$ cat src/common/dbg_ahb_pkg.sv
// Fixed 32-bit little-endian AHB-Lite bus only; no 64-bit data, no bursts, no locked transfers
package dbg_ahb_pkg;

  //////////////////////////////////////////////////
  // Bus widths
  //////////////////////////////////////////////////

  // Address and data width of the AHB-Lite port
  localparam int ADDR_W = 32;
  localparam int DATA_W = 32;

  typedef logic [ADDR_W-1:0] addr_t;
  typedef logic [DATA_W-1:0] data_t;

  // Debug word size in bytes
  // Only 1, 2 and 4 carry meaning, anything else is treated as a full word
  typedef logic [3:0] word_size_t;

  //////////////////////////////////////////////////
  // AHB control field types and encodings
  //////////////////////////////////////////////////

  typedef logic [2:0] hsize_t;
  typedef logic [1:0] htrans_t;
  typedef logic [2:0] hburst_t;
  typedef logic [3:0] hprot_t;

  // Transfer size
  localparam hsize_t HSIZE_BYTE  = 3'd0;
  localparam hsize_t HSIZE_HWORD = 3'd1;
  localparam hsize_t HSIZE_WORD  = 3'd2;

  // Transfer type, the unit never issues BUSY or SEQ
  localparam htrans_t HTRANS_IDLE   = 2'd0;
  localparam htrans_t HTRANS_NONSEQ = 2'd2;

  // Single transfers only
  localparam hburst_t HBURST_SINGLE = 3'd0;

  // Data access, privileged, non-bufferable, non-cacheable
  localparam hprot_t HPROT_DEBUG = 4'b0011;

  //////////////////////////////////////////////////
  // Sequencer and request
  //////////////////////////////////////////////////

  // AHB transfer sequencer states
  typedef enum logic [1:0] {
    SEQ_IDLE    = 2'd0,
    SEQ_ADDRESS = 2'd1,
    SEQ_DATA    = 2'd2
  } seq_state_t;

  // Decoded debug request, held stable from accept until the data phase ends
  typedef struct packed {
    // Byte address of the access
    addr_t      addr;
    // Write data, sub-word values already copied to every lane
    data_t      wdata;
    // HSIZE derived from the word size
    hsize_t     size;
    // High for a write, low for a read
    logic       write;
    // Original word size, kept for read lane selection
    word_size_t word_size;
  } dbg_req_t;

endpackage

$ cat src/dbg_biu/dbg_biu_ahb_master.sv
// One AHB-Lite single transfer per start pulse; no bursts, no locking, HSEL always high
`timescale 1ns/1ps

module dbg_biu_ahb_master
  import dbg_ahb_pkg::*;
(
  input  logic     HCLK,
  input  logic     ahb_rstn,
  // From request decode
  input  logic     start,
  input  dbg_req_t req,
  // End of data phase, to decode and aligner
  output logic     transfer_ack,
  // AHB-Lite master port
  output logic     HSEL,
  output addr_t    HADDR,
  output data_t    HWDATA,
  output logic     HWRITE,
  output hsize_t   HSIZE,
  output hburst_t  HBURST,
  output hprot_t   HPROT,
  output htrans_t  HTRANS,
  output logic     HMASTLOCK,
  input  logic     HREADY
);

  //////////////////////////////////////////////////
  // Sequencer
  //////////////////////////////////////////////////

  seq_state_t state;
  seq_state_t state_next;
  htrans_t    htrans_q;
  htrans_t    htrans_next;

  // Next state and next HTRANS
  always_comb begin
    state_next  = state;
    htrans_next = htrans_q;
    case (state)
      SEQ_IDLE: begin
        if (start) begin
          // Address phase starts on the following cycle
          state_next  = SEQ_ADDRESS;
          htrans_next = HTRANS_NONSEQ;
        end
      end
      SEQ_ADDRESS: begin
        // NONSEQ is shown for exactly one cycle
        state_next  = SEQ_DATA;
        htrans_next = HTRANS_IDLE;
      end
      SEQ_DATA: begin
        // Wait states hold the sequencer here
        if (HREADY) begin
          state_next = SEQ_IDLE;
        end
      end
      default: begin
        state_next  = SEQ_IDLE;
        htrans_next = HTRANS_IDLE;
      end
    endcase
  end

  always_ff @(posedge HCLK or negedge ahb_rstn) begin
    if (!ahb_rstn) begin
      state    <= SEQ_IDLE;
      htrans_q <= HTRANS_IDLE;
    end else begin
      state    <= state_next;
      htrans_q <= htrans_next;
    end
  end

  // Data phase completes on the cycle HREADY is seen high
  assign transfer_ack = (state == SEQ_DATA) & HREADY;

  //////////////////////////////////////////////////
  // Bus outputs
  //////////////////////////////////////////////////

  assign HTRANS = htrans_q;

  // Address and control straight from the held request
  // Decode keeps req unchanged until biu_rdy rises again
  assign HADDR  = req.addr;
  assign HWRITE = req.write;
  assign HSIZE  = req.size;
  // Write data is valid from the address phase through the data phase
  assign HWDATA = req.wdata;

  // Fixed attributes of every debug access
  assign HSEL      = 1'b1;
  assign HBURST    = HBURST_SINGLE;
  assign HPROT     = HPROT_DEBUG;
  assign HMASTLOCK = 1'b0;

endmodule

$ cat src/dbg_biu/dbg_biu_read_align.sv
// Little-endian lane select only; biu_do and biu_err hold until the next data phase ends
`timescale 1ns/1ps

module dbg_biu_read_align
  import dbg_ahb_pkg::*;
(
  input  logic     HCLK,
  input  logic     ahb_rstn,
  // End of data phase from the sequencer
  input  logic     transfer_ack,
  // Held request, gives lane and size
  input  dbg_req_t req,
  // AHB response
  input  data_t    HRDATA,
  input  logic     HRESP,
  // Debug port results
  output data_t    biu_do,
  output logic     biu_err
);

  //////////////////////////////////////////////////
  // Lane selection
  //////////////////////////////////////////////////

  logic [7:0]  byte_lane;
  logic [15:0] hword_lane;
  data_t       rdata_aligned;

  // Byte lane from address bits 1:0, lane 0 is the low byte
  always_comb begin
    case (req.addr[1:0])
      2'b00:   byte_lane = HRDATA[7:0];
      2'b01:   byte_lane = HRDATA[15:8];
      2'b10:   byte_lane = HRDATA[23:16];
      default: byte_lane = HRDATA[31:24];
    endcase
  end

  // Halfword lane from address bit 1, bit 0 is ignored
  always_comb begin
    if (req.addr[1]) begin
      hword_lane = HRDATA[31:16];
    end else begin
      hword_lane = HRDATA[15:0];
    end
  end

  // Zero extend sub-word results
  always_comb begin
    case (req.word_size)
      4'd1:    rdata_aligned = {24'h0, byte_lane};
      4'd2:    rdata_aligned = {16'h0, hword_lane};
      // Full word and unused size codes pass the bus word through
      default: rdata_aligned = HRDATA;
    endcase
  end

  //////////////////////////////////////////////////
  // Result registers
  //////////////////////////////////////////////////

  always_ff @(posedge HCLK or negedge ahb_rstn) begin
    if (!ahb_rstn) begin
      biu_do  <= '0;
      biu_err <= 1'b0;
    end else if (transfer_ack) begin
      // Writes also update biu_do, the debug side ignores it then
      biu_do  <= rdata_aligned;
      // Cleared by the next access that ends with OKAY
      biu_err <= HRESP;
    end
  end

endmodule

$ cat src/dbg_biu/dbg_biu_request_decode.sv
// Accepts one request while biu_rdy is high; strobes during a busy transfer are dropped
`timescale 1ns/1ps

module dbg_biu_request_decode
  import dbg_ahb_pkg::*;
(
  input  logic       HCLK,
  input  logic       ahb_rstn,
  // Debug port
  input  logic       biu_strb,
  input  logic       biu_rw,
  input  addr_t      biu_addr,
  input  data_t      biu_di,
  input  word_size_t biu_word_size,
  output logic       biu_rdy,
  // From the sequencer at the end of the data phase
  input  logic       transfer_ack,
  // To sequencer and aligner
  output logic       start,
  output dbg_req_t   req
);

  //////////////////////////////////////////////////
  // Accept and decode
  //////////////////////////////////////////////////

  logic       accept;
  hsize_t     size_d;
  data_t      wdata_d;

  // Registered request fields
  addr_t      addr_q;
  data_t      wdata_q;
  hsize_t     size_q;
  logic       write_q;
  word_size_t wsize_q;

  // A strobe only counts while the unit is free
  assign accept = biu_strb & biu_rdy;

  // Word size to HSIZE, and lane replication of the write data
  always_comb begin
    case (biu_word_size)
      4'd1: begin
        size_d  = HSIZE_BYTE;
        wdata_d = {4{biu_di[7:0]}};
      end
      4'd2: begin
        size_d  = HSIZE_HWORD;
        wdata_d = {2{biu_di[15:0]}};
      end
      default: begin
        // 4 and all unused codes give a full word
        size_d  = HSIZE_WORD;
        wdata_d = biu_di;
      end
    endcase
  end

  //////////////////////////////////////////////////
  // Request registers
  //////////////////////////////////////////////////

  // Control part of the request
  always_ff @(posedge HCLK or negedge ahb_rstn) begin
    if (!ahb_rstn) begin
      addr_q  <= '0;
      size_q  <= HSIZE_WORD;
      write_q <= 1'b0;
      wsize_q <= '0;
    end else if (accept) begin
      addr_q  <= biu_addr;
      size_q  <= size_d;
      // biu_rw high means read
      write_q <= ~biu_rw;
      wsize_q <= biu_word_size;
    end
  end

  // Write data payload
  always_ff @(posedge HCLK or negedge ahb_rstn) begin
    if (!ahb_rstn) begin
      wdata_q <= '0;
    end else if (accept) begin
      wdata_q <= wdata_d;
    end
  end

  assign req = '{addr: addr_q, wdata: wdata_q, size: size_q, write: write_q,
                 word_size: wsize_q};

  //////////////////////////////////////////////////
  // Start pulse and ready level
  //////////////////////////////////////////////////

  always_ff @(posedge HCLK or negedge ahb_rstn) begin
    if (!ahb_rstn) begin
      start   <= 1'b0;
      biu_rdy <= 1'b1;
    end else begin
      // One cycle pulse after the accept edge
      start <= accept;
      if (accept) begin
        biu_rdy <= 1'b0;
      end else if (transfer_ack) begin
        // Free again once the data phase has ended
        biu_rdy <= 1'b1;
      end
    end
  end

endmodule

$ cat src/dbg_biu/dbg_biu_top.sv
// Single HCLK domain; one outstanding debug request, 32-bit little-endian AHB-Lite single transfers
`timescale 1ns/1ps

module dbg_biu_top
  import dbg_ahb_pkg::*;
(
  input  logic       HCLK,
  input  logic       ahb_rstn,
  // Debug port
  input  logic       biu_strb,
  input  logic       biu_rw,
  input  addr_t      biu_addr,
  input  data_t      biu_di,
  input  word_size_t biu_word_size,
  output data_t      biu_do,
  output logic       biu_rdy,
  output logic       biu_err,
  // AHB-Lite master port
  output logic       HSEL,
  output addr_t      HADDR,
  output data_t      HWDATA,
  input  data_t      HRDATA,
  output logic       HWRITE,
  output hsize_t     HSIZE,
  output hburst_t    HBURST,
  output hprot_t     HPROT,
  output htrans_t    HTRANS,
  output logic       HMASTLOCK,
  input  logic       HREADY,
  input  logic       HRESP
);

  //////////////////////////////////////////////////
  // Internal links
  //////////////////////////////////////////////////

  dbg_req_t req;
  logic     start;
  logic     transfer_ack;

  // Request decode and ready level
  dbg_biu_request_decode dbg_biu_request_decode_inst (
    .HCLK          (HCLK),
    .ahb_rstn      (ahb_rstn),
    .biu_strb      (biu_strb),
    .biu_rw        (biu_rw),
    .biu_addr      (biu_addr),
    .biu_di        (biu_di),
    .biu_word_size (biu_word_size),
    .biu_rdy       (biu_rdy),
    .transfer_ack  (transfer_ack),
    .start         (start),
    .req           (req)
  );

  // Transfer sequencer
  dbg_biu_ahb_master dbg_biu_ahb_master_inst (
    .HCLK         (HCLK),
    .ahb_rstn     (ahb_rstn),
    .start        (start),
    .req          (req),
    .transfer_ack (transfer_ack),
    .HSEL         (HSEL),
    .HADDR        (HADDR),
    .HWDATA       (HWDATA),
    .HWRITE       (HWRITE),
    .HSIZE        (HSIZE),
    .HBURST       (HBURST),
    .HPROT        (HPROT),
    .HTRANS       (HTRANS),
    .HMASTLOCK    (HMASTLOCK),
    .HREADY       (HREADY)
  );

  // Read data and error capture
  dbg_biu_read_align dbg_biu_read_align_inst (
    .HCLK         (HCLK),
    .ahb_rstn     (ahb_rstn),
    .transfer_ack (transfer_ack),
    .req          (req),
    .HRDATA       (HRDATA),
    .HRESP        (HRESP),
    .biu_do       (biu_do),
    .biu_err      (biu_err)
  );

endmodule

$ cat config.mk
export PLATFORM = sky130hd
export DESIGN_NAME = dbg_biu_top
export DESIGN_NICKNAME = d
export VERILOG_FILES = /design/src/common/dbg_ahb_pkg.sv /design/src/dbg_biu/dbg_biu_ahb_master.sv /design/src/dbg_biu/dbg_biu_read_align.sv /design/src/dbg_biu/dbg_biu_request_decode.sv /design/src/dbg_biu/dbg_biu_top.sv
export SDC_FILE = /design/constraint.sdc
export NUM_CORES = 1
export LEC_CHECK = 0
export BUFFER_PORTS_ARGS = -buffer_cell sky130_fd_sc_hd__buf_2
export CELL_PAD_IN_SITES_DETAIL_PLACEMENT = 1
export CELL_PAD_IN_SITES_GLOBAL_PLACEMENT = 2
export CORE_MARGIN = 2
export CORE_UTILIZATION = 29
export CTS_BUF_LIST = sky130_fd_sc_hd__clkbuf_16
export DETAILED_ROUTE_END_ITERATION = 6
export GPL_ROUTABILITY_DRIVEN = 0
export PLACE_DENSITY = 0.93
export RECOVER_POWER = 50
export SKIP_CTS_REPAIR_TIMING = 1
export SYNTH_ARGS = -nofsm -noshare
export SYNTH_HDL_FRONTEND = slang
export SYNTH_SLANG_ARGS = --single-unit
$ cat constraint.sdc
create_clock -name HCLK -period 2.1 [get_ports HCLK]
set_input_delay 0.105 -clock HCLK [delete_from_list [all_inputs] [get_ports HCLK]]
set_output_delay 0.105 -clock HCLK [all_outputs]
set_load 0.01 [all_outputs]
-- Word-level counts from Yosys, hierarchy flattened
Index checks and enable logic that the tools add are counted.
- equal/unequal tests: 10
- muxes and demuxes: 12
- bitwise operators: 4
- reductions and logical operators: 5
- operators with widths (operator ; count):
    $pmux 32 s2 ; 2
    $pmux 8 s3 ; 1
    $mux 16 ; 1
    $eq 4x1->1 const B ; 2
    $eq 4x2->1 const B ; 2
    $pmux 2 s2 ; 2
    $mux 2 ; 3
    $pmux 2 s3 ; 1
    $eq 2x1->1 const B ; 2
    $eq 2x2->1 const B ; 2
    $logic_not 2->1 ; 2
    $ne 2x2->1 const B ; 2
    $reduce_and 2->1 ; 2
    $and 1x1->1 ; 2
    $mux 1 ; 2
    $not 1->1 ; 2
    $reduce_bool 2->1 ; 1
- register bits after elaboration: 111
- bits of input ports: 106
- output and inout bits: 113
- logic and storage cells: 42

-- Longest topological paths before layout
Gate-level depths: netlist of the first run.
- depth after elaboration: 4
- gate-level depth with buffers: 5
- depth with buffers taken out: 4

-- Hierarchy
Synthesis of the first run repeated with hierarchy kept, for this count alone.
- cell total of the unflattened synthesis: 596
- area total of the unflattened synthesis: 5726.7 um^2
- by module, submodules not included (module ; times used ; cells each ; area an instance (um^2) ; sequential area each (um^2)):
    dbg_biu_request_decode ; 1 ; 341 ; 3121.7 ; 1829.3
    dbg_biu_read_align ; 1 ; 165 ; 1889.3 ; 825.8
    dbg_biu_ahb_master ; 1 ; 90 ; 715.7 ; 75.1

-- Worst setup path before layout of the first run
OpenSTA, ideal clock, no wires.
- path type: reg-to-reg
- from: reg dbg_biu_request_decode_inst.wsize_q[0]
- to: reg dbg_biu_read_align_inst.biu_do[14]
- library setup time: 0.141 ns
- arrival time: 1.446 ns
- required time: 1.959 ns
- setup slack: 0.513 ns
- stages on the path, launching flop included: 6
- path buffers: 2
- period minus slack after synthesis: 1.587 ns
- cells stage by stage: dfrtp_1 -> or4b_1 -> buf_6 -> buf_12 -> o211ai_2 -> a31oi_1
- longest elaborated chain between the ends: 2
- elaborated cells on any way between the ends: 3
- classes of those cells: eq/ne (2); mux (1)
- RTL lines (element ; RTL line ; RTL):
    start, declared ; dbg_biu_request_decode.sv:36 ; word_size_t wsize_q;
    start signal, assigned ; dbg_biu_request_decode.sv:76 ; wsize_q <= biu_word_size;
    $eq 4x2->1 / $eq 4x1->1 (equally long branches) ; dbg_biu_read_align.sv:50 ; case (req.word_size)
    $pmux 32 s2 * ; dbg_biu_read_align.sv:50 ;
    end signal, assigned ; dbg_biu_read_align.sv:68 ; biu_do <= rdata_aligned;
    end, declared ; dbg_biu_read_align.sv:17 ; output data_t biu_do,
Every way passes the cells marked *; elsewhere a longest branch is shown, timed or not.
A chain may end at the register's enable or synchronous reset.

-- Worst setup path after layout of the first run
- from: reg dbg_biu_request_decode_inst.wsize_q[0]
- to: reg dbg_biu_read_align_inst.biu_do[10]
Same word-level chain as after synthesis.

==> results.toml, run 1 <==
[global_routing]
grt_pass1_vias = 4716
grt_remaining_overflow = 0
antenna_found_initial = 1
grt_max_degree = 54
grtUsageTotal_pct = 16.8
grt_pass1_wl_mm = 26.4

[sta]
max_freq_mhz = 593
worst_pin_slew_ns = 1.40
rsz0062_at_grt = "no"
setup_violations = 0
setup_ws_ns = 0.414
tns_ns = 0
relSlewSlack_pct = 6.96
final_hold_viol_count = 3
holdWs_ns = -0.0112
fin_skew_ns = 0.00777
drv_slew = 0
post-route-min-period_ns = 1.69
fin_crit_sh_pct = 80.3

[synthesis]
synthCells = 574
syn_area_mm2 = 0.00558
synth-simple-area-share_pct = 17.3
synth_area_per_cell_um2 = 9.72
async_reset_ff_share_pct = 100
synth_cell_types = 40
synth-compound-area-share_pct = 14.1
ys_ff_latch = 109
synthAdderAreaFrac_pct = 0
synth_top_family_by_area = "simple AND/OR/NAND/NOR gates"
yosysWarnings = 0
synth-seq-area-share_pct = 49.0
synth.area.mux_share_pct = 3.75
synth_edf_count = 0
synth_xor_area_share_pct = 0.471
synthFlopType = "dfrtp_1"

[die]
die-width_um = 143
die_y_um = 143
dieArea_mm2 = 0.0204
core-area_mm2 = 0.0188
initial_core_util_pct = 29.7
num_rows = 50
io_pins = 219

[routing]
drtAntennaViolNets = 0
post-route-drc-count = 0
wl_met3_mm = 1.33
via_per_inst = 4.84
dr_total_vias = 4753
wl_met2_mm = 8.30
wl_met1_mm = 7.61
drtPass1Iterations = 4
drt_iter0_drc = 225
top_layer = "met4"
wl_mm = 17.5
post_drt_wl_per_cell_um = 17.8

[power]
peakVddDrop_v = 0.000418
clkPwrFrac_pct = 17.8
cellLeakagePower_nw = 3.34
pwr-share-comb_pct = 41.1
p_switching_mw = 3.69
power_density_mw_per_mm2 = 1330
p_sw_share_pct = 40.5
p_total_mw = 9.11
pwr-share-seq_pct = 41.1
p_int_mw = 5.42

[worst_setup_path]
r2r-end = "dbg_biu_read_align_inst.biu_do[10]"
cp-startpoint = "dbg_biu_request_decode_inst.wsize_q[0]"
max_stage_delay_ns = 0.54
worstPathCellList = "or4b_1, buf_4, o211ai_1, a31oi_1"
rr_worst_depth = 4
cp.required_ns = 2.32
startpoint_type = "flip-flop"
r2r_slack_ns = 0.41
critical_path_class = "reg -> reg"
crit_fanout = 16
endpoint_kind = "flip-flop"
cp.arrival_ns = 1.91
cp_slowest_cell = "or4b_1"
r2r_start = "dbg_biu_request_decode_inst.wsize_q[0]"

[final_layout]
syn2layout_area_growth_pct = 22.9
final_net_count = 849
num_antenna_cells = 0
final_util_pct = 36.5
drive_gt1_share_pct = 28.2

[placement]
dp_hpwl_mm = 12.8
pre_cts_slack_ns = 0.426
io_buffers = 207

[clock_tree]
clk_latency_ns = 0.36
clockBufferDepth = 2
clk_transition_reported_paths_ns = 0.07
tritoncts = "yes"
cts_inserted_buffers = 9
cts-root-buf = "clkbuf_16"
clock_sinks = 109
htree_num_levels = 3

[hold_path]
holdPathEnd = "dbg_biu_request_decode_inst.addr_q[1]"
min_delay_path_depth = 3
holdCritPathClass = "in -> reg"
hp-start = "biu_addr[1]"

[flow_run]
cap_violations = 0

[outcome]
status = "finished, violations left"
violations = "negative hold slack"
==> cell families after synthesis <==
family / count (synthesis)
other cells: 2
xor+xnor: 3
buf+inv: 125
flops: 109
compound gates: 102
simple gates: 225
mux: 8
==> per-stage QoR <==
step | instances | cell area (um2)
floorplan | 583 | 5610
global placement | 931 | 6300
detailed placement | 931 | 6300
CTS | 947 | 6570
global route | 982 | 6850
finish | 982 | 6850
==> cell usage after synthesis, types with 4 or more instances <==
library cell,count,area [um2]
a22o_1,16,140
a31oi_1,33,206
buf_1,4,15.0
buf_2,8,40.0
buf_4,78,586
buf_6,4,45.0
clkbuf_1,15,56.3
dfrtp_1,107,2680
inv_1,11,41.3
mux4_1,7,184
nand2_1,161,604
nand3_1,25,125
nor2_1,28,105
o2111ai_1,8,70.1
o211ai_1,14,105
o211ai_2,10,125
o21ai_1,10,50.1
o311ai_1,8,70.1
==> state kept, by name, indices dropped and copies added, names as in the netlist <==
signal and flops:
dbg_biu_ahb_master_inst.HTRANS 1, dbg_biu_ahb_master_inst.state 2, dbg_biu_read_align_inst.biu_do 32, dbg_biu_read_align_inst.biu_err 1, dbg_biu_request_decode_inst.addr_q 32, dbg_biu_request_decode_inst.biu_rdy 1, dbg_biu_request_decode_inst.size_q 2, dbg_biu_request_decode_inst.start 1
dbg_biu_request_decode_inst.wdata_q 32, dbg_biu_request_decode_inst.write_q 1, dbg_biu_request_decode_inst.wsize_q 4
==> metal layers <==
| layer | global-route usage [%] | vias to the layer above |
|---|---|---|
| met5 | 0 | - |
| met4 | 4.85 | 0 |
| met3 | 5.40 | 22 |
| met2 | 27.4 | 197 |
| met1 | 21.5 | 2313 |
| li1 | - | 2221 |
==> how the worst max path moves through the flow <==
stage | to | cells after the start
after global placement | dbg_biu_read_align_inst.biu_do[9] | 4
after global routing | dbg_biu_request_decode_inst.size_q[1] | 3
after CTS | dbg_biu_read_align_inst.biu_do[10] | 4
after detailed placement | dbg_biu_read_align_inst.biu_do[10] | 4
final | dbg_biu_read_align_inst.biu_do[10] | 4
after floorplan | dbg_biu_read_align_inst.biu_do[14] | 5
==> final cells by class <==
| cell class | instances | area [um2] |
|---|---|---|
| inverter | 12 | 45.0 |
| sequential | 109 | 2730 |
| tap | 234 | 293 |
| multi-input combinational | 349 | 2030 |
| timing repair buffer | 262 | 1490 |
| clock inverter | 7 | 41.3 |
| fill | 2266 | 11900 |
| clock buffer | 9 | 225 |
==> critical path, delay by kind of cell (launching register included) <==
kind,cells,cell delay [ns]
and+or+nand+nor,1,0.54
AOI/OAI and AO/OA,2,0.33
DFF,1,0.46
buffers and inverters,1,0.23
==> cell usage in the layout, fill, tap and decap left out, types with 2 or more instances in the layout <==
cell             n
buf_4           19
dlygate4sd3_1   35
o21ai_1         10
inv_1           14
mux4_1           7
clkbuf_1        49
nand3_1         25
or4b_1           2
dfrtp_1        107
dfstp_2          2
nand2_1        160
o311ai_1         8
xor2_1           2
clkbuf_16        9
inv_6            2
buf_2          158
nor2_1          28
o211ai_1        14
a31oi_1         33
o211ai_2        10
o2111ai_1        8
nor4b_4          2
conb_1          11
a22o_1          16
==> power by group through the flow <==
stage | clock network, mW | logic [mW] | registers, mW
6_report | 1.62 | 3.75 | 3.75
5_1_grt | 1.77 | 4.17 | 3.89
4_1_cts | 1.68 | 3.87 | 3.74
3_5_place_dp | 0 | 3.87 | 3.77
3_3_place_gp | 0 | 3.76 | 3.72
2_1_floorplan | 0 | 3.08 | 3.73
(Power assumes the default switching activity.)
==> run 2, diff against run 1 <==
Settings changed: ABC_AREA set to 1, CORE_UTILIZATION 29 to 24, PLACE_DENSITY 0.93 to 0.88.
Clock period 2.1 ns to 1.5 ns, I/O delays scaled along.
==> run 2 against run 1 <==
Net effect:
- the flow still finishes with violations (negative hold slack)
- combinational power up 53%
- critical path depth grew 3
- power increased by 46%
- clock-buffer cell count did not move
- synthesized cell count increased by 26%
- die area rose by 22%
- non-clock buffer count rose by 18
- critical path type unchanged
==> results.toml, run 2 <==
[global_routing]
grt_max_degree = 74
grt_remaining_overflow = 0
grt_pass1_vias = 5229
grt_pass1_wl_mm = 27.5
grtUsageTotal_pct = 14.1
antenna_found_initial = 0

[outcome]
violations = "negative hold slack"
status = "finished, violations left"

[synthesis]
yosysWarnings = 0
synth-compound-area-share_pct = 7.10
synth.top_cell.area_share_pct = 47.5
synth_xor_area_share_pct = 0
yosys-top-cells-area = "dfrtp_1 47%, nand2_1 19%, buf_4 11%, nand3_1 5.1%, o21ai_0 4.0%"
synth_cell_types = 27
async_reset_ff_share_pct = 100
synthAdderAreaFrac_pct = 0
synthTopCellsByCount = "292 x nand2_1, 107 x dfrtp_1, 79 x buf_4, 57 x nand3_1, 45 x o21ai_0"
syn_area_mm2 = 0.00564
yosysMostFrequentCell = "nand2_1"
synthCells = 721
synth.area.mux_share_pct = 0
synth_edf_count = 0
synth_top_family_by_area = "simple AND/OR/NAND/NOR gates"
synth-simple-area-share_pct = 28.7
synth-seq-area-share_pct = 48.4
ys_ff_latch = 109
synthFlopType = "dfrtp_1"
synth_area_per_cell_um2 = 7.82
synth_top_area_cell = "dfrtp_1"

[sta]
relSlewSlack_pct = 37.9
max_freq_mhz = 714
worst_pin_slew_ns = 0.932
holdWs_ns = -0.0226
fin_skew_ns = 0.0119
tns_ns = 0
drv_slew = 0
post-route-min-period_ns = 1.40
setup_violations = 0
fin_crit_sh_pct = 93.4
final_hold_viol_count = 4

[worst_setup_path]
rr_worst_depth = 7
cp.arrival_ns = 1.69
cp_slowest_cell = "dfstp_2"
crit_fanout = 19
cp.required_ns = 1.79
crit_top_cell = "nand2_1"
startpoint_type = "flip-flop"
endpoint_kind = "flip-flop"
max_stage_delay_ns = 0.55
critical_path_class = "reg -> reg"
worstPathCellList = "nand2_2, inv_2, buf_12, nand2_1, nand2_1, o21ai_0, nand2_1"

[clock_tree]
htree_num_levels = 3
cts-root-buf = "clkbuf_16"
clk_latency_ns = 0.35
clockBufferDepth = 2
clk_transition_reported_paths_ns = 0.07
tritoncts = "yes"
clock_sinks = 109
cts_inserted_buffers = 9

[die]
io_pins = 219
initial_core_util_pct = 24.3
die_y_um = 157
core-area_mm2 = 0.0233
num_rows = 56
dieArea_mm2 = 0.0247
die-width_um = 157

[final_layout]
final_common_cell = "nand2_1"
final_cell_mix = "291 x nand2_1, 158 x buf_2, 107 x dfrtp_1"
final-seq-area_mm2 = 0.00273
final_cells = 1239
final_net_count = 1020
fill_cells = 2885
multiInputGateArea_mm2 = 0.00207
drive_gt1_share_pct = 23.6
reg_top3 = "dbg_biu_read_align_inst.biu_do (32), dbg_biu_request_decode_inst.addr_q (32), dbg_biu_request_decode_inst.wdata_q (32)"
syn2layout_area_growth_pct = 30.5

[power]
p_total_mw = 13.3
pwr-share-seq_pct = 38.6
power_density_mw_per_mm2 = 1810
peakVddDrop_v = 0.000671
clkPwrFrac_pct = 18.4
p_int_mw = 7.85
cellLeakagePower_nw = 3.87
p_sw_share_pct = 41.1
pwr-share-comb_pct = 43.0
p_switching_mw = 5.47

[hold_path]
min_delay_path_depth = 3
holdCritPathClass = "in -> reg"

[routing]
post_drt_wl_per_cell_um = 14.6
drtPass1Iterations = 4
drtAntennaViolNets = 0
drt_iter0_drc = 148
wl_mm = 18.1
post-route-drc-count = 0
via_per_inst = 4.19
dr_total_vias = 5193

[placement]
placedCellCount = 1169
io_buffers = 207
dp_hpwl_mm = 13.0

[flow_run]
cap_violations = 0
## run 2: changes by cell type after synthesis, moves of 16 or more
cell     delta
nand2_1   +131
nand3_1    +32
inv_1      +26
a31oi_1    -33
a22o_1     -16
o21ai_0    +44
## run 2: layout make-up
type,count,area share (%)
diodes,1,0.0340
clock buffers,9,3.06
clock inverters,7,0.918
inverters,39,2.04
multi-input cells,475,28.1
flip-flops and latches,109,37.1
well taps,319,5.42
repair buffers,280,23.3
## run 2: worst paths after layout
path                            slack [ns]                                       to                           startpoint
worst max-delay path                   0.1  dbg_biu_request_decode_inst.wdata_q[21]  dbg_biu_request_decode_inst.biu_rdy
worst min-delay path                 -0.02   dbg_biu_request_decode_inst.wdata_q[1]                            biu_di[1]
worst max register to register         0.1  dbg_biu_request_decode_inst.wdata_q[21]  dbg_biu_request_decode_inst.biu_rdy
worst min register to register        0.48        dbg_biu_read_align_inst.biu_do[3]    dbg_biu_read_align_inst.biu_do[3]
max in group asynchronous             0.33    dbg_biu_request_decode_inst.addr_q[2]                             ahb_rstn
min in group asynchronous             0.45       dbg_biu_read_align_inst.biu_do[23]                             ahb_rstn
## run 2: logic make-up (layout without fill, tap and decap cells)
group	after synthesis	count (layout)
buffers and inverters	146	335
and+or+nand+nor	391	391
DFF	109	109
AOI/OAI and AO/OA	73	73
other	2	12
## run 2: power by group through the flow
| stage | clock network (mW) | logic (mW) | registers [mW] |
|---|---|---|---|
| floorplan | 0 | 4.32 | 5.18 |
| CTS | 2.59 | 5.90 | 5.15 |
| finish | 2.45 | 5.73 | 5.14 |
| detailed placement | 0 | 5.89 | 5.17 |
| global placement | 0 | 5.76 | 5.14 |
| global route | 2.65 | 6.54 | 5.34 |
## run 2: metal layers
layer | global-route usage, % | up-vias | wire [um]
li1 | - | 2550 | -
met1 | 18.4 | 2457 | 8140
met2 | 23.0 | 176 | 8520
met3 | 4.24 | 10 | 1330
met4 | 2.73 | 0 | 138
met5 | 0 | - | 0
## run 2: per-stage QoR
stage / util (%) / cell area (um2) / worst slack [ns] / hold WS, ns
detailed placement: 28.4 / 6610 / 0.0601 / 0.0973
finish: 31.6 / 7360 / 0.0997 / -0.0226
global placement: 28.4 / 6610 / 0.139 / 0.0939
CTS: 29.7 / 6910 / 0.0410 / -0.295
global route: 31.6 / 7360 / -0.0108 / 0.000807
floorplan: - / 5680 / 0.232 / -0.221
## run 2: critical path: cells and delay by family, from the launching register on
family / cells / cell delay [ns]
flops: 1 / 0.55
buf+inv: 2 / 0.35
compound gates: 1 / 0.11
simple gates: 4 / 0.33
==> run 3, diff against run 2 <==
Settings changed: ABC_CLOCK_PERIOD_IN_PS set to 1500, PLACE_DENSITY 0.88 to 0.87, RECOVER_POWER 50 to 25, SYNTH_HIERARCHICAL set to 1.
==> run 3 against run 2 <==
Net effect:
- the flow still finishes with violations (negative hold slack)
- via count increased by 5.8%
- area after synthesis increased by 5.0%
- sequential power about the same
- sequential cell count unchanged
- clock-buffer cell count unchanged
- critical endpoint is now dbg_biu_request_decode_inst/wdata_q[30]
- power increased by 5.3%
- worst hold slack improved by 0.0079 ns
==> results.toml, run 3 <==
[final_layout]
final_net_count = 1065
drive_gt1_share_pct = 30.5
reg_top3 = "dbg_biu_read_align_inst/biu_do (32), dbg_biu_request_decode_inst/addr_q (32), dbg_biu_request_decode_inst/wdata_q (32)"
multiInputGateArea_mm2 = 0.00225
final_cells = 1289
syn2layout_area_growth_pct = 30.1
fill_cells = 3032
final_util_pct = 31.8
final_cell_mix = "304 x nand2_1, 206 x buf_2, 107 x dfrtp_1"
final-seq-area_mm2 = 0.00273
final_common_cell = "nand2_1"

[routing]
dr_total_vias = 5492
via_per_inst = 4.26
drt_iter0_drc = 188
wl_mm = 19.5
drtAntennaViolNets = 0
post_drt_wl_per_cell_um = 15.1
drtPass1Iterations = 4
post-route-drc-count = 0

[sta]
drv_slew = 0
post-route-min-period_ns = 1.43
holdWs_ns = -0.0147
setup_ws_ns = 0.0661
final_hold_viol_count = 4
max_freq_mhz = 697
fin_crit_sh_pct = 95.6
worst_pin_slew_ns = 0.920
tns_ns = 0
fin_skew_ns = 0.00725
setup_violations = 0
rsz0062_at_grt = "yes"
relSlewSlack_pct = 38.7

[worst_setup_path]
cp.arrival_ns = 1.73
max_stage_delay_ns = 0.55
cp_slowest_cell = "dfstp_2"
cpLargestDelayFamily = "simple AND/OR/NAND/NOR gates"
critical_path_class = "reg -> reg"
critPathBufInv = 1
worstPathCellList = "nand2_2, buf_12, nor2_1, nand3_1, nand2_1, nor2_1, nand2_1"
startpoint_type = "flip-flop"
crit_fanout = 49
endpoint_kind = "flip-flop"
crit_cells = 7
cp.required_ns = 1.80
rr_worst_depth = 7

[die]
dieArea_mm2 = 0.0260
die_y_um = 161
die-width_um = 161
initial_core_util_pct = 24.4
num_rows = 57
io_pins = 219
core-area_mm2 = 0.0242

[power]
cellLeakagePower_nw = 4.27
power_density_mw_per_mm2 = 1820
peakVddDrop_v = 0.000649

[synthesis]
synthTopCellsByCount = "304 x nand2_1, 107 x dfrtp_1, 84 x buf_4, 63 x nand3_1, 50 x nor2_1"
synth_top_area_cell = "dfrtp_1"
synth.top_cell.area_share_pct = 45.2
syn_area_mm2 = 0.00592
synth-seq-area-share_pct = 46.1
synthCells = 763
yosysWarnings = 6
synth_cell_types = 29
synthFlopType = "dfrtp_1"
synth_edf_count = 0
synth_area_per_cell_um2 = 7.76
yosysMostFrequentCell = "nand2_1"
yosys-top-cells-area = "dfrtp_1 45%, nand2_1 19%, buf_4 11%, nand3_1 5.3%, nor2_1 3.2%"
async_reset_ff_share_pct = 100
ys_ff_latch = 109

[flow_run]
cap_violations = 0

[outcome]
violations = "negative hold slack"
status = "finished, violations left"

[global_routing]
grt_max_degree = 50
grtUsageTotal_pct = 14.3
grt_pass1_wl_mm = 29.0
grt_pass1_vias = 5364
grt_remaining_overflow = 0
antenna_found_initial = 3

[hold_path]
min_delay_path_depth = 3
holdCritPathClass = "in -> reg"

[clock_tree]
clk_transition_reported_paths_ns = 0.08
cts_inserted_buffers = 9
cts-root-buf = "clkbuf_16"
htree_num_levels = 3
clockBufferDepth = 2
clock_sinks = 109
tritoncts = "yes"
clk_latency_ns = 0.35

[placement]
pre_cts_slack_ns = 0.0423
placedCellCount = 1216
dp_hpwl_mm = 14.2
io_buffers = 207
[run 3: cell type report]
cell class / count / share of cell area [%]
antenna: 1 / 0.0325
clock buffer: 9 / 2.92
clock inverter: 7 / 0.861
inverter: 52 / 2.60
multi-input combinational: 502 / 29.2
sequential: 109 / 35.4
tap: 324 / 5.26
timing repair buffer: 285 / 23.7
[run 3: tightest hold or removal path: cells and delay by family]
kind            cells  cell delay [ns]
buf+inv             1             0.11
simple gates        1             0.06
compound gates      1             0.05
[run 3: logic make-up after synthesis]
logic type,after synthesis,share of synthesized area [%]
compound gates,46,5.45
buf+inv,160,16.6
flops,109,46.1
other cells,3,0.190
simple gates,445,31.7
[run 3: layer usage]
metal	part of all wire, %	global-route usage, %	wire length, um
met3	8.0	4.67	1550
met5	0.11	0	21
met4	1.3	2.72	249
met1	44	18.8	8610
met2	46	23.1	9060
[run 3: worst paths after layout]
check | startpoint | endpoint | slack [ns]
worst max-delay path | dbg_biu_request_decode_inst/biu_rdy | dbg_biu_request_decode_inst/wdata_q[30] | 0.07
worst min-delay path | HRDATA[14] | dbg_biu_read_align_inst/biu_do[14] | -0.01
worst max register to register | dbg_biu_request_decode_inst/biu_rdy | dbg_biu_request_decode_inst/wdata_q[30] | 0.07
worst min register to register | dbg_biu_request_decode_inst/start | dbg_biu_ahb_master_inst/state[0] | 0.47
max in group asynchronous | ahb_rstn | dbg_biu_request_decode_inst/biu_rdy | 0.21
min in group asynchronous | ahb_rstn | dbg_biu_read_align_inst/biu_do[18] | 0.39
[run 3: through the flow]
step / instance area (um2) / total power, mW / hold WS [ns]
3_3_place_gp: 6850 / 11.4 / 0.0776
6_report: 7700 / 14.0 / -0.0147
4_1_cts: 7150 / 14.1 / -0.318
3_5_place_dp: 6850 / 11.6 / 0.0748
5_1_grt: 7700 / 15.2 / 0.00116
2_1_floorplan: 5950 / 10.0 / -0.221
[run 3: report_power, final]
part / total [mW] / leakage [nW] / switching (mW) / internal [mW]
Combinational: 6.44 / 2.79 / 3.85 / 2.59
Clock: 2.43 / 0.141 / 1.14 / 1.29
Sequential: 5.17 / 1.33 / 0.836 / 4.33
Total: 14.0 / 4.27 / 5.82 / 8.21
